File: config.mk
export PLATFORM = sky130hd
export DESIGN_NAME = cu_arbiter_control
export DESIGN_NICKNAME = d
export VERILOG_FILES = /design/src/design/cu_arbiter_pkg.sv /design/src/design/cu_arbiter_control.sv /design/src/design/read_command_path.sv /design/src/design/response_router.sv /design/src/design/round_robin_select.sv /design/src/design/sync_fifo.sv /design/src/design/vertex_job_dispatch.sv
export SDC_FILE = /design/constraint.sdc
export NUM_CORES = 1
export LEC_CHECK = 0
export ABC_AREA = 1
export BUFFER_PORTS_ARGS = -buffer_cell sky130_fd_sc_hd__buf_2
export CAP_MARGIN = 5
export CORE_UTILIZATION = 45
export DETAILED_ROUTE_END_ITERATION = 12
export PLACE_DENSITY = 0.7
export SYNTH_ARGS = -nofsm -noshare
export SYNTH_HDL_FRONTEND = slang
export SYNTH_HIERARCHICAL = 1
export SYNTH_SLANG_ARGS = --single-unit
File: constraint.sdc
create_clock -name clock -period 6.77 [get_ports clock]
set_input_delay 0.677 -clock clock [delete_from_list [all_inputs] [get_ports clock]]
set_output_delay 0.677 -clock clock [all_outputs]
set_load 0.02 [all_outputs]
File: src/design/cu_arbiter_pkg.sv
// CU arbiter shared types
`default_nettype none

package cu_arbiter_pkg;

	// Field widths
	localparam int CU_ID_BITS     = 8;
	localparam int ADDRESS_BITS   = 32;
	localparam int VERTEX_ID_BITS = 32;
	localparam int TAG_BITS       = 8;

	typedef logic [CU_ID_BITS-1:0] cu_id_t;

	////////////////////
	// Command and response words
	////////////////////

	// Read command from a CU toward the memory port
	typedef struct packed {
		logic                    valid;
		cu_id_t                  cu_id;
		logic [ADDRESS_BITS-1:0] address;
		logic [7:0]              size;
	} read_command_t;

	// Read response routed back by cu_id
	typedef struct packed {
		logic                valid;
		cu_id_t              cu_id;
		logic [TAG_BITS-1:0] tag;
	} read_response_t;

	////////////////////
	// Vertex jobs
	////////////////////

	typedef struct packed {
		logic                      valid;
		logic [VERTEX_ID_BITS-1:0] vertex_id;
		logic [15:0]               out_degree;
	} vertex_job_t;

endpackage

`default_nettype wire

File: src/design/cu_arbiter_control.sv
// Vertex CU arbiter control
`timescale 1ns/10ps
`default_nettype none

module cu_arbiter_control #(
	parameter int NUM_VERTEX_CU           = 4,
	parameter int READ_CMD_BUFFER_DEPTH   = 16,
	parameter int VERTEX_JOB_BUFFER_DEPTH = 8
) (
	input  logic                                              clock,
	input  logic                                              rstn,
	input  logic                                              enabled_in,
	input  cu_arbiter_pkg::read_command_t [NUM_VERTEX_CU-1:0]  read_command_cu_in,
	input  logic [NUM_VERTEX_CU-1:0]                          request_read_command_cu_in,
	input  logic                                              read_buffer_alfull,
	input  logic                                              read_command_bus_grant,
	input  cu_arbiter_pkg::read_response_t                    read_response_in,
	input  cu_arbiter_pkg::vertex_job_t                       vertex_job_in,
	input  logic [NUM_VERTEX_CU-1:0]                          request_vertex_job_cu_in,
	output logic [NUM_VERTEX_CU-1:0]                          ready_read_command_cu_out,
	output cu_arbiter_pkg::read_command_t                     read_command_out,
	output logic                                              read_command_bus_request,
	output cu_arbiter_pkg::read_response_t [NUM_VERTEX_CU-1:0] read_response_cu_out,
	output logic                                              vertex_job_request,
	output cu_arbiter_pkg::vertex_job_t [NUM_VERTEX_CU-1:0]    vertex_job_cu_out
);

	logic enabled;

	////////////////////
	// Enable register
	////////////////////

	always_ff @(posedge clock or negedge rstn) begin
		if (!rstn) begin
			enabled <= 1'b0;
		end else begin
			enabled <= enabled_in;
		end
	end

	////////////////////
	// Paths
	////////////////////

	read_command_path #(
		.NUM_VERTEX_CU        (NUM_VERTEX_CU),
		.READ_CMD_BUFFER_DEPTH(READ_CMD_BUFFER_DEPTH)
	) read_command_path_inst (
		.clock                     (clock),
		.rstn                      (rstn),
		.enabled                   (enabled),
		.read_command_cu_in        (read_command_cu_in),
		.request_read_command_cu_in(request_read_command_cu_in),
		.read_buffer_alfull        (read_buffer_alfull),
		.read_command_bus_grant    (read_command_bus_grant),
		.ready_read_command_cu_out (ready_read_command_cu_out),
		.read_command_out          (read_command_out),
		.read_command_bus_request  (read_command_bus_request)
	);

	vertex_job_dispatch #(
		.NUM_VERTEX_CU          (NUM_VERTEX_CU),
		.VERTEX_JOB_BUFFER_DEPTH(VERTEX_JOB_BUFFER_DEPTH)
	) vertex_job_dispatch_inst (
		.clock                   (clock),
		.rstn                    (rstn),
		.enabled                 (enabled),
		.vertex_job_in           (vertex_job_in),
		.request_vertex_job_cu_in(request_vertex_job_cu_in),
		.vertex_job_request      (vertex_job_request),
		.vertex_job_cu_out       (vertex_job_cu_out)
	);

	// Responses are never held back
	response_router #(
		.NUM_VERTEX_CU(NUM_VERTEX_CU)
	) response_router_inst (
		.clock               (clock),
		.rstn                (rstn),
		.read_response_in    (read_response_in),
		.read_response_cu_out(read_response_cu_out)
	);

endmodule

`default_nettype wire

File: src/design/read_command_path.sv
// Read command arbitration and burst buffer
`timescale 1ns/10ps
`default_nettype none

module read_command_path #(
	parameter int NUM_VERTEX_CU         = 4,
	parameter int READ_CMD_BUFFER_DEPTH = 16
) (
	input  logic                                             clock,
	input  logic                                             rstn,
	input  logic                                             enabled,
	input  cu_arbiter_pkg::read_command_t [NUM_VERTEX_CU-1:0] read_command_cu_in,
	input  logic [NUM_VERTEX_CU-1:0]                         request_read_command_cu_in,
	input  logic                                             read_buffer_alfull,
	input  logic                                             read_command_bus_grant,
	output logic [NUM_VERTEX_CU-1:0]                         ready_read_command_cu_out,
	output cu_arbiter_pkg::read_command_t                    read_command_out,
	output logic                                             read_command_bus_request
);

	import cu_arbiter_pkg::*;

	logic [NUM_VERTEX_CU-1:0] eligible;
	logic [NUM_VERTEX_CU-1:0] grant;
	logic                     take;
	read_command_t            selected;
	read_command_t            taken_command;
	logic                     taken_valid;
	read_command_t            buffer_head;
	logic                     buffer_empty;
	logic                     buffer_almost_full;
	logic                     buffer_pop;
	read_command_t            out_payload;
	logic                     out_valid;

	////////////////////
	// CU arbitration
	////////////////////

	// CU served last cycle sits out until it updates its request
	always_comb begin
		selected = '0;
		for (int i = 0; i < NUM_VERTEX_CU; i++) begin
			eligible[i] = request_read_command_cu_in[i] && read_command_cu_in[i].valid &&
				!ready_read_command_cu_out[i];
			if (grant[i]) begin
				selected = read_command_cu_in[i];
			end
		end
	end

	assign take = enabled && !buffer_almost_full && (|eligible);

	round_robin_select #(
		.NUM_VERTEX_CU(NUM_VERTEX_CU)
	) command_select (
		.clock   (clock),
		.rstn    (rstn),
		.requests(eligible),
		.advance (take),
		.grant   (grant)
	);

	always_ff @(posedge clock or negedge rstn) begin
		if (!rstn) begin
			ready_read_command_cu_out <= '0;
			taken_valid               <= 1'b0;
		end else begin
			ready_read_command_cu_out <= take ? grant : '0;
			taken_valid               <= take;
		end
	end

	always_ff @(posedge clock) begin
		if (take) begin
			taken_command <= selected;
		end
	end

	////////////////////
	// Burst buffer
	////////////////////

	sync_fifo #(
		.WIDTH($bits(read_command_t)),
		.DEPTH(READ_CMD_BUFFER_DEPTH)
	) burst_buffer (
		.clock      (clock),
		.rstn       (rstn),
		.push       (taken_valid),
		.data_in    (taken_command),
		.pop        (buffer_pop),
		.data_out   (buffer_head),
		.empty      (buffer_empty),
		.full       (),
		.almost_full(buffer_almost_full)
	);

	// Bus side pops one entry per sampled grant
	assign buffer_pop = enabled && read_command_bus_grant && !buffer_empty;

	always_ff @(posedge clock or negedge rstn) begin
		if (!rstn) begin
			read_command_bus_request <= 1'b0;
			out_valid                <= 1'b0;
		end else begin
			if (enabled) begin
				read_command_bus_request <= !buffer_empty && !read_buffer_alfull;
			end
			out_valid <= buffer_pop;
		end
	end

	always_ff @(posedge clock) begin
		if (buffer_pop) begin
			out_payload <= buffer_head;
		end
	end

	always_comb begin
		read_command_out       = out_payload;
		read_command_out.valid = out_valid;
	end

endmodule

`default_nettype wire

File: src/design/response_router.sv
// Read response demux by CU id
`timescale 1ns/10ps
`default_nettype none

module response_router #(
	parameter int NUM_VERTEX_CU = 4
) (
	input  logic                                              clock,
	input  logic                                              rstn,
	input  cu_arbiter_pkg::read_response_t                    read_response_in,
	output cu_arbiter_pkg::read_response_t [NUM_VERTEX_CU-1:0] read_response_cu_out
);

	import cu_arbiter_pkg::*;

	localparam int SEL_BITS = $clog2(NUM_VERTEX_CU);

	read_response_t           held;
	logic                     held_valid;
	logic [NUM_VERTEX_CU-1:0] decoded;
	logic [NUM_VERTEX_CU-1:0] lane_valid;
	read_response_t           lane_payload;

	// Input stage
	always_ff @(posedge clock or negedge rstn) begin
		if (!rstn) begin
			held_valid <= 1'b0;
			lane_valid <= '0;
		end else begin
			held_valid <= read_response_in.valid;
			lane_valid <= decoded;
		end
	end

	always_ff @(posedge clock) begin
		held         <= read_response_in;
		lane_payload <= held;
	end

	// Low CU id bits pick the lane
	always_comb begin
		decoded = '0;
		if (held_valid) begin
			decoded[held.cu_id[SEL_BITS-1:0]] = 1'b1;
		end
	end

	always_comb begin
		for (int i = 0; i < NUM_VERTEX_CU; i++) begin
			read_response_cu_out[i]       = lane_payload;
			read_response_cu_out[i].valid = lane_valid[i];
		end
	end

endmodule

`default_nettype wire

File: src/design/round_robin_select.sv
// Rotating priority grant
`timescale 1ns/10ps
`default_nettype none

module round_robin_select #(
	parameter int NUM_VERTEX_CU = 4
) (
	input  logic                     clock,
	input  logic                     rstn,
	input  logic [NUM_VERTEX_CU-1:0] requests,
	input  logic                     advance,
	output logic [NUM_VERTEX_CU-1:0] grant
);

	localparam int INDEX_BITS = $clog2(NUM_VERTEX_CU);

	logic [INDEX_BITS-1:0] last_index;
	logic [INDEX_BITS-1:0] grant_index;
	logic [INDEX_BITS-1:0] candidate;
	logic                  found;

	// Search starts one past the last winner and wraps by truncation
	always_comb begin
		grant       = '0;
		grant_index = last_index;
		candidate   = last_index;
		found       = 1'b0;
		for (int offset = 1; offset <= NUM_VERTEX_CU; offset++) begin
			candidate = last_index + INDEX_BITS'(offset);
			if (!found && requests[candidate]) begin
				found       = 1'b1;
				grant_index = candidate;
			end
		end
		if (found) begin
			grant[grant_index] = 1'b1;
		end
	end

	// CU 0 has first pick out of reset
	always_ff @(posedge clock or negedge rstn) begin
		if (!rstn) begin
			last_index <= INDEX_BITS'(NUM_VERTEX_CU - 1);
		end else if (advance) begin
			last_index <= grant_index;
		end
	end

endmodule

`default_nettype wire

File: src/design/sync_fifo.sv
// Synchronous first-word-fall-through FIFO
`timescale 1ns/10ps
`default_nettype none

module sync_fifo #(
	parameter int WIDTH = 32,
	parameter int DEPTH = 16
) (
	input  logic             clock,
	input  logic             rstn,
	input  logic             push,
	input  logic [WIDTH-1:0] data_in,
	input  logic             pop,
	output logic [WIDTH-1:0] data_out,
	output logic             empty,
	output logic             full,
	output logic             almost_full
);

	localparam int PTR_BITS   = (DEPTH > 1) ? $clog2(DEPTH) : 1;
	localparam int COUNT_BITS = $clog2(DEPTH + 1);

	logic [WIDTH-1:0]      storage [DEPTH];
	logic [PTR_BITS-1:0]   read_ptr;
	logic [PTR_BITS-1:0]   write_ptr;
	logic [COUNT_BITS-1:0] count;
	logic                  do_push;
	logic                  do_pop;

	// Pointer step with wrap at DEPTH
	function automatic logic [PTR_BITS-1:0] next_ptr(input logic [PTR_BITS-1:0] ptr);
		if (ptr == PTR_BITS'(DEPTH - 1)) begin
			return '0;
		end
		return ptr + 1'b1;
	endfunction

	assign do_push = push && !full;
	assign do_pop  = pop && !empty;

	assign empty       = (count == '0);
	assign full        = (count == COUNT_BITS'(DEPTH));
	// Two or fewer free entries
	assign almost_full = (count >= COUNT_BITS'(DEPTH - 2));
	assign data_out    = storage[read_ptr];

	always_ff @(posedge clock) begin
		if (do_push) begin
			storage[write_ptr] <= data_in;
		end
	end

	always_ff @(posedge clock or negedge rstn) begin
		if (!rstn) begin
			read_ptr  <= '0;
			write_ptr <= '0;
			count     <= '0;
		end else begin
			if (do_push) begin
				write_ptr <= next_ptr(write_ptr);
			end
			if (do_pop) begin
				read_ptr <= next_ptr(read_ptr);
			end
			case ({do_push, do_pop})
				2'b10:   count <= count + 1'b1;
				2'b01:   count <= count - 1'b1;
				default: count <= count;
			endcase
		end
	end

endmodule

`default_nettype wire

File: src/design/vertex_job_dispatch.sv
// Vertex job buffer and distribution
`timescale 1ns/10ps
`default_nettype none

module vertex_job_dispatch #(
	parameter int NUM_VERTEX_CU           = 4,
	parameter int VERTEX_JOB_BUFFER_DEPTH = 8
) (
	input  logic                                           clock,
	input  logic                                           rstn,
	input  logic                                           enabled,
	input  cu_arbiter_pkg::vertex_job_t                    vertex_job_in,
	input  logic [NUM_VERTEX_CU-1:0]                       request_vertex_job_cu_in,
	output logic                                           vertex_job_request,
	output cu_arbiter_pkg::vertex_job_t [NUM_VERTEX_CU-1:0] vertex_job_cu_out
);

	import cu_arbiter_pkg::*;

	logic [NUM_VERTEX_CU-1:0] grant;
	logic                     job_pop;
	vertex_job_t              job_head;
	logic                     job_empty;
	logic                     job_almost_full;
	logic [NUM_VERTEX_CU-1:0] lane_valid;
	vertex_job_t              lane_payload;

	////////////////////
	// Job buffer
	////////////////////

	sync_fifo #(
		.WIDTH($bits(vertex_job_t)),
		.DEPTH(VERTEX_JOB_BUFFER_DEPTH)
	) job_buffer (
		.clock      (clock),
		.rstn       (rstn),
		.push       (vertex_job_in.valid),
		.data_in    (vertex_job_in),
		.pop        (job_pop),
		.data_out   (job_head),
		.empty      (job_empty),
		.full       (),
		.almost_full(job_almost_full)
	);

	////////////////////
	// Distribution
	////////////////////

	// Head job goes out whenever someone is asking
	assign job_pop = enabled && !job_empty && (|request_vertex_job_cu_in);

	round_robin_select #(
		.NUM_VERTEX_CU(NUM_VERTEX_CU)
	) job_select (
		.clock   (clock),
		.rstn    (rstn),
		.requests(request_vertex_job_cu_in),
		.advance (job_pop),
		.grant   (grant)
	);

	always_ff @(posedge clock or negedge rstn) begin
		if (!rstn) begin
			vertex_job_request <= 1'b0;
			lane_valid         <= '0;
		end else begin
			if (enabled) begin
				vertex_job_request <= !job_almost_full;
			end
			lane_valid <= job_pop ? grant : '0;
		end
	end

	always_ff @(posedge clock) begin
		if (job_pop) begin
			lane_payload <= job_head;
		end
	end

	// Shared payload with valid set only on the chosen lane
	always_comb begin
		for (int i = 0; i < NUM_VERTEX_CU; i++) begin
			vertex_job_cu_out[i]       = lane_payload;
			vertex_job_cu_out[i].valid = lane_valid[i];
		end
	end

endmodule

`default_nettype wire

==> impl_metrics.tcl <==
set metrics [dict create \
    status "finished, final reports clean" \
    numCtsBuffers 145 \
    gp_congestion 0.854 \
    worst_slew_pin_slew_ns 1.29 \
    grt_pass1_wl_mm 224 \
    syn_inst 5770 \
    r2r_end "read_command_path_inst/taken_command[36]" \
    switchingPower_mw 12.3 \
    fin_crit_sh_pct 54.3 \
    crit_type "flop to flop" \
    core-area_um2 131000 \
    fp.dieH_um 366 \
    fin_setup_tns_ns 0 \
    numPortBuffers 593 \
    dp_hpwl_mm 81.9 \
    synth_area_um2 59600 \
    end_kind "flop" \
    ir_worst_vdd_v 0.000366 \
    drt_first_pass_iters 7 \
    worstHoldStart "read_buffer_alfull" \
    startpoint_type "flop" \
    place_area_um2 62500 \
    cap_violations 0 \
    die-area_um2 134000 \
    r2r_slack_ns 3.09 \
    final_area_um2 67300 \
    r2r_cells 15 \
    drive_above_1_share_pct 15.2 \
    cts_setup_buffers 0 \
    rows 133 \
    yosys_warnings 6 \
    cp.arrival_ns 4.20 \
    power.share.clock_pct 24.4 \
    wirelength_mm 151 \
    finalMaxSlewViolations 0 \
    period_needed_ns 3.68 \
    cts.htree.levels 4 \
    rsz0062_at_grt "no" \
    power.leakage_nw 28.5 \
    min_path_type "primary input to flop" \
    worst_clock_skew_ns 0.0465 \
    drc 0 \
    grt_max_degree 201 \
    first_iter_violations 3886 \
    clockRootBuffer "clkbuf_16" \
    post_drt_wl_per_cell_um 18.8 \
    clk_pin_slew_ns 0.06 \
    clockBufferDepth 3 \
    nets 6419 \
    syn_nets 6063 \
    vias 40000 \
    areaGrowthSynthToFinish_pct 12.9 \
    comb_power_share_pct 34.5 \
    crit_required_ns 7.29 \
    timing.fmax_mhz 272 \
    avgSynthCellArea_um2 10.3 \
    grt-ovfl-total 0 \
    initial_utilization_pct 45.3 \
    switching_share_pct 39.4 \
    clk_latency_ns 0.78 \
    path_max_fanout 49 \
    routed_via_density 5.00 \
    pwr_density_cell_nw_per_um2 465 \
    ant_nets 0 \
    nFillCells 11400 \
    num_io_pins 594 \
    grt_use_total_pct 22.1 \
    grt_pass1_vias 37900 \
    grt_antenna_before_repair 30 \
    cts_tree "done" \
    intPower_mw 19.0 \
    fp.dieW_um 366 \
    p_seq_share_pct 41.1 \
    hold_viol_final 0 \
    holdPathEnd "read_command_path_inst/read_command_bus_request" \
    cts.sinks 1373 \
    setup_viol 0 \
    maxSlewHeadroom_pct 14.1 \
    holdPathStages 2 \
]
-- power groups by stage --
stage / sequential [mW] / combinational (mW) / clock [mW]
2_1_floorplan: 12.7 / 8.09 / 0
3_3_place_gp: 13.0 / 10.5 / 0
3_5_place_dp: 13.0 / 10.7 / 0
4_1_cts: 12.9 / 10.8 / 7.78
5_1_grt: 13.0 / 11.9 / 8.09
6_report: 12.9 / 10.8 / 7.63
-- cells in the final DEF (no fill, tap or decap), types with 4 or more instances in the layout --
master	n
nand4_1	6
clkinv_2	18
inv_2	10
xnor2_1	4
dfrtp_4	4
ha_1	16
nor2_4	22
nand2_4	8
nand3_1	319
dfrtp_1	35
nand3_2	4
clkbuf_16	147
a21oi_1	50
clkinv_4	8
diode_2	7
nand2_1	2102
dfxtp_1	32
buf_4	52
nor2_1	700
dlygate4sd3_1	19
nor3_2	8
inv_1	521
nor2_2	6
clkinv_1	27
clkbuf_1	38
dfstp_2	4
or2_2	4
a21o_1	48
nand2_2	23
edfxtp_1	1296
inv_6	6
bufinv_16	8
o21ai_0	59
o21ai_1	8
buf_2	593
-- critical path, cell delays in order, from the launching register on --
cell,delay [ns]
dfstp_2,0.67
inv_6,0.08
nand2_2,0.07
nand2_2,0.08
nand2_4,0.11
nand2_8,0.08
inv_2,0.06
nand3_2,0.08
nand2_2,0.09
nand3_1,0.18
nor2_4,0.14
buf_4,0.59
inv_2,0.69
o21ai_0,0.29
a21o_1,0.12
nand2_1,0.06
-- registers in the layout, indices dropped and copies added (netlist names), 3 cells and up --
register,cells
vertex_job_dispatch_inst/job_buffer/write_ptr,3
read_command_path_inst/read_command_out,48
vertex_job_dispatch_inst/job_buffer/read_ptr,3
vertex_job_dispatch_inst/job_buffer/storage,384
read_command_path_inst/burst_buffer/write_ptr,4
read_command_path_inst/burst_buffer/read_ptr,4
vertex_job_dispatch_inst/lane_valid,4
read_command_path_inst/taken_command,48
vertex_job_dispatch_inst/job_buffer/count,4
response_router_inst/lane_valid,4
read_command_path_inst/burst_buffer/count,5
response_router_inst/read_response_cu_out,16
response_router_inst/held,16
read_command_path_inst/ready_read_command_cu_out,4
read_command_path_inst/burst_buffer/storage,768
vertex_job_dispatch_inst/vertex_job_cu_out,48
-- metal layers --
layer,global-route usage (%),up-vias,routed length (um)
met4,7.38,20,3910
met1,28.5,18900,60900
li1,-,19100,-
met5,0,-,135
met2,37.1,1704,73000
met3,4.49,263,12600
-- what timing repair did --
item                                   4_1_cts  5_1_grt
hold buffers                                19        0
resized for setup                            0        0
endpoints found under the hold margin       59        0
-- worst max path at each step --
stage | startpoint | to | cells after the start
2_1_floorplan | vertex_job_in[48] | vertex_job_dispatch_inst/job_buffer/storage[6][0] | 3
3_3_place_gp | request_read_command_cu_in[2] | read_command_path_inst/taken_command[27] | 16
3_5_place_dp | request_read_command_cu_in[2] | read_command_path_inst/taken_command[18] | 16
4_1_cts | flop | read_command_path_inst/taken_command[36] | 15
5_1_grt | flop | read_command_path_inst/taken_command[25] | 15
6_report | flop | read_command_path_inst/taken_command[36] | 15
-- stage by stage --
step / cells / hold slack [ns] / util, % / setup WS (ns) / total power, mW
2_1_floorplan: 5770 / 0.310 / - / 2.04 / 20.8
3_3_place_gp: 7715 / 0.310 / 47.6 / 2.88 / 23.4
3_5_place_dp: 7715 / 0.313 / 47.6 / 2.75 / 23.8
4_1_cts: 7990 / 0.0372 / 51.2 / 3.05 / 31.4
5_1_grt: 7996 / 0.0778 / 51.2 / 2.92 / 33.0
6_report: 7997 / 0.105 / 51.2 / 3.09 / 31.3
-- layout make-up --
cell class,instances,area (um2),share of cell area [%]
Tap cell,1755,2200,3.26
Sequential cell,1373,40700,60.5
Timing Repair Buffer,666,3590,5.33
Inverter,539,2050,3.04
Clock buffer,185,3820,5.68
Antenna cell,7,17.5,0.0260
Clock inverter,71,724,1.08
Multi-Input combinational cell,3401,14200,21.1
Power figures use the tool's default switching activity.
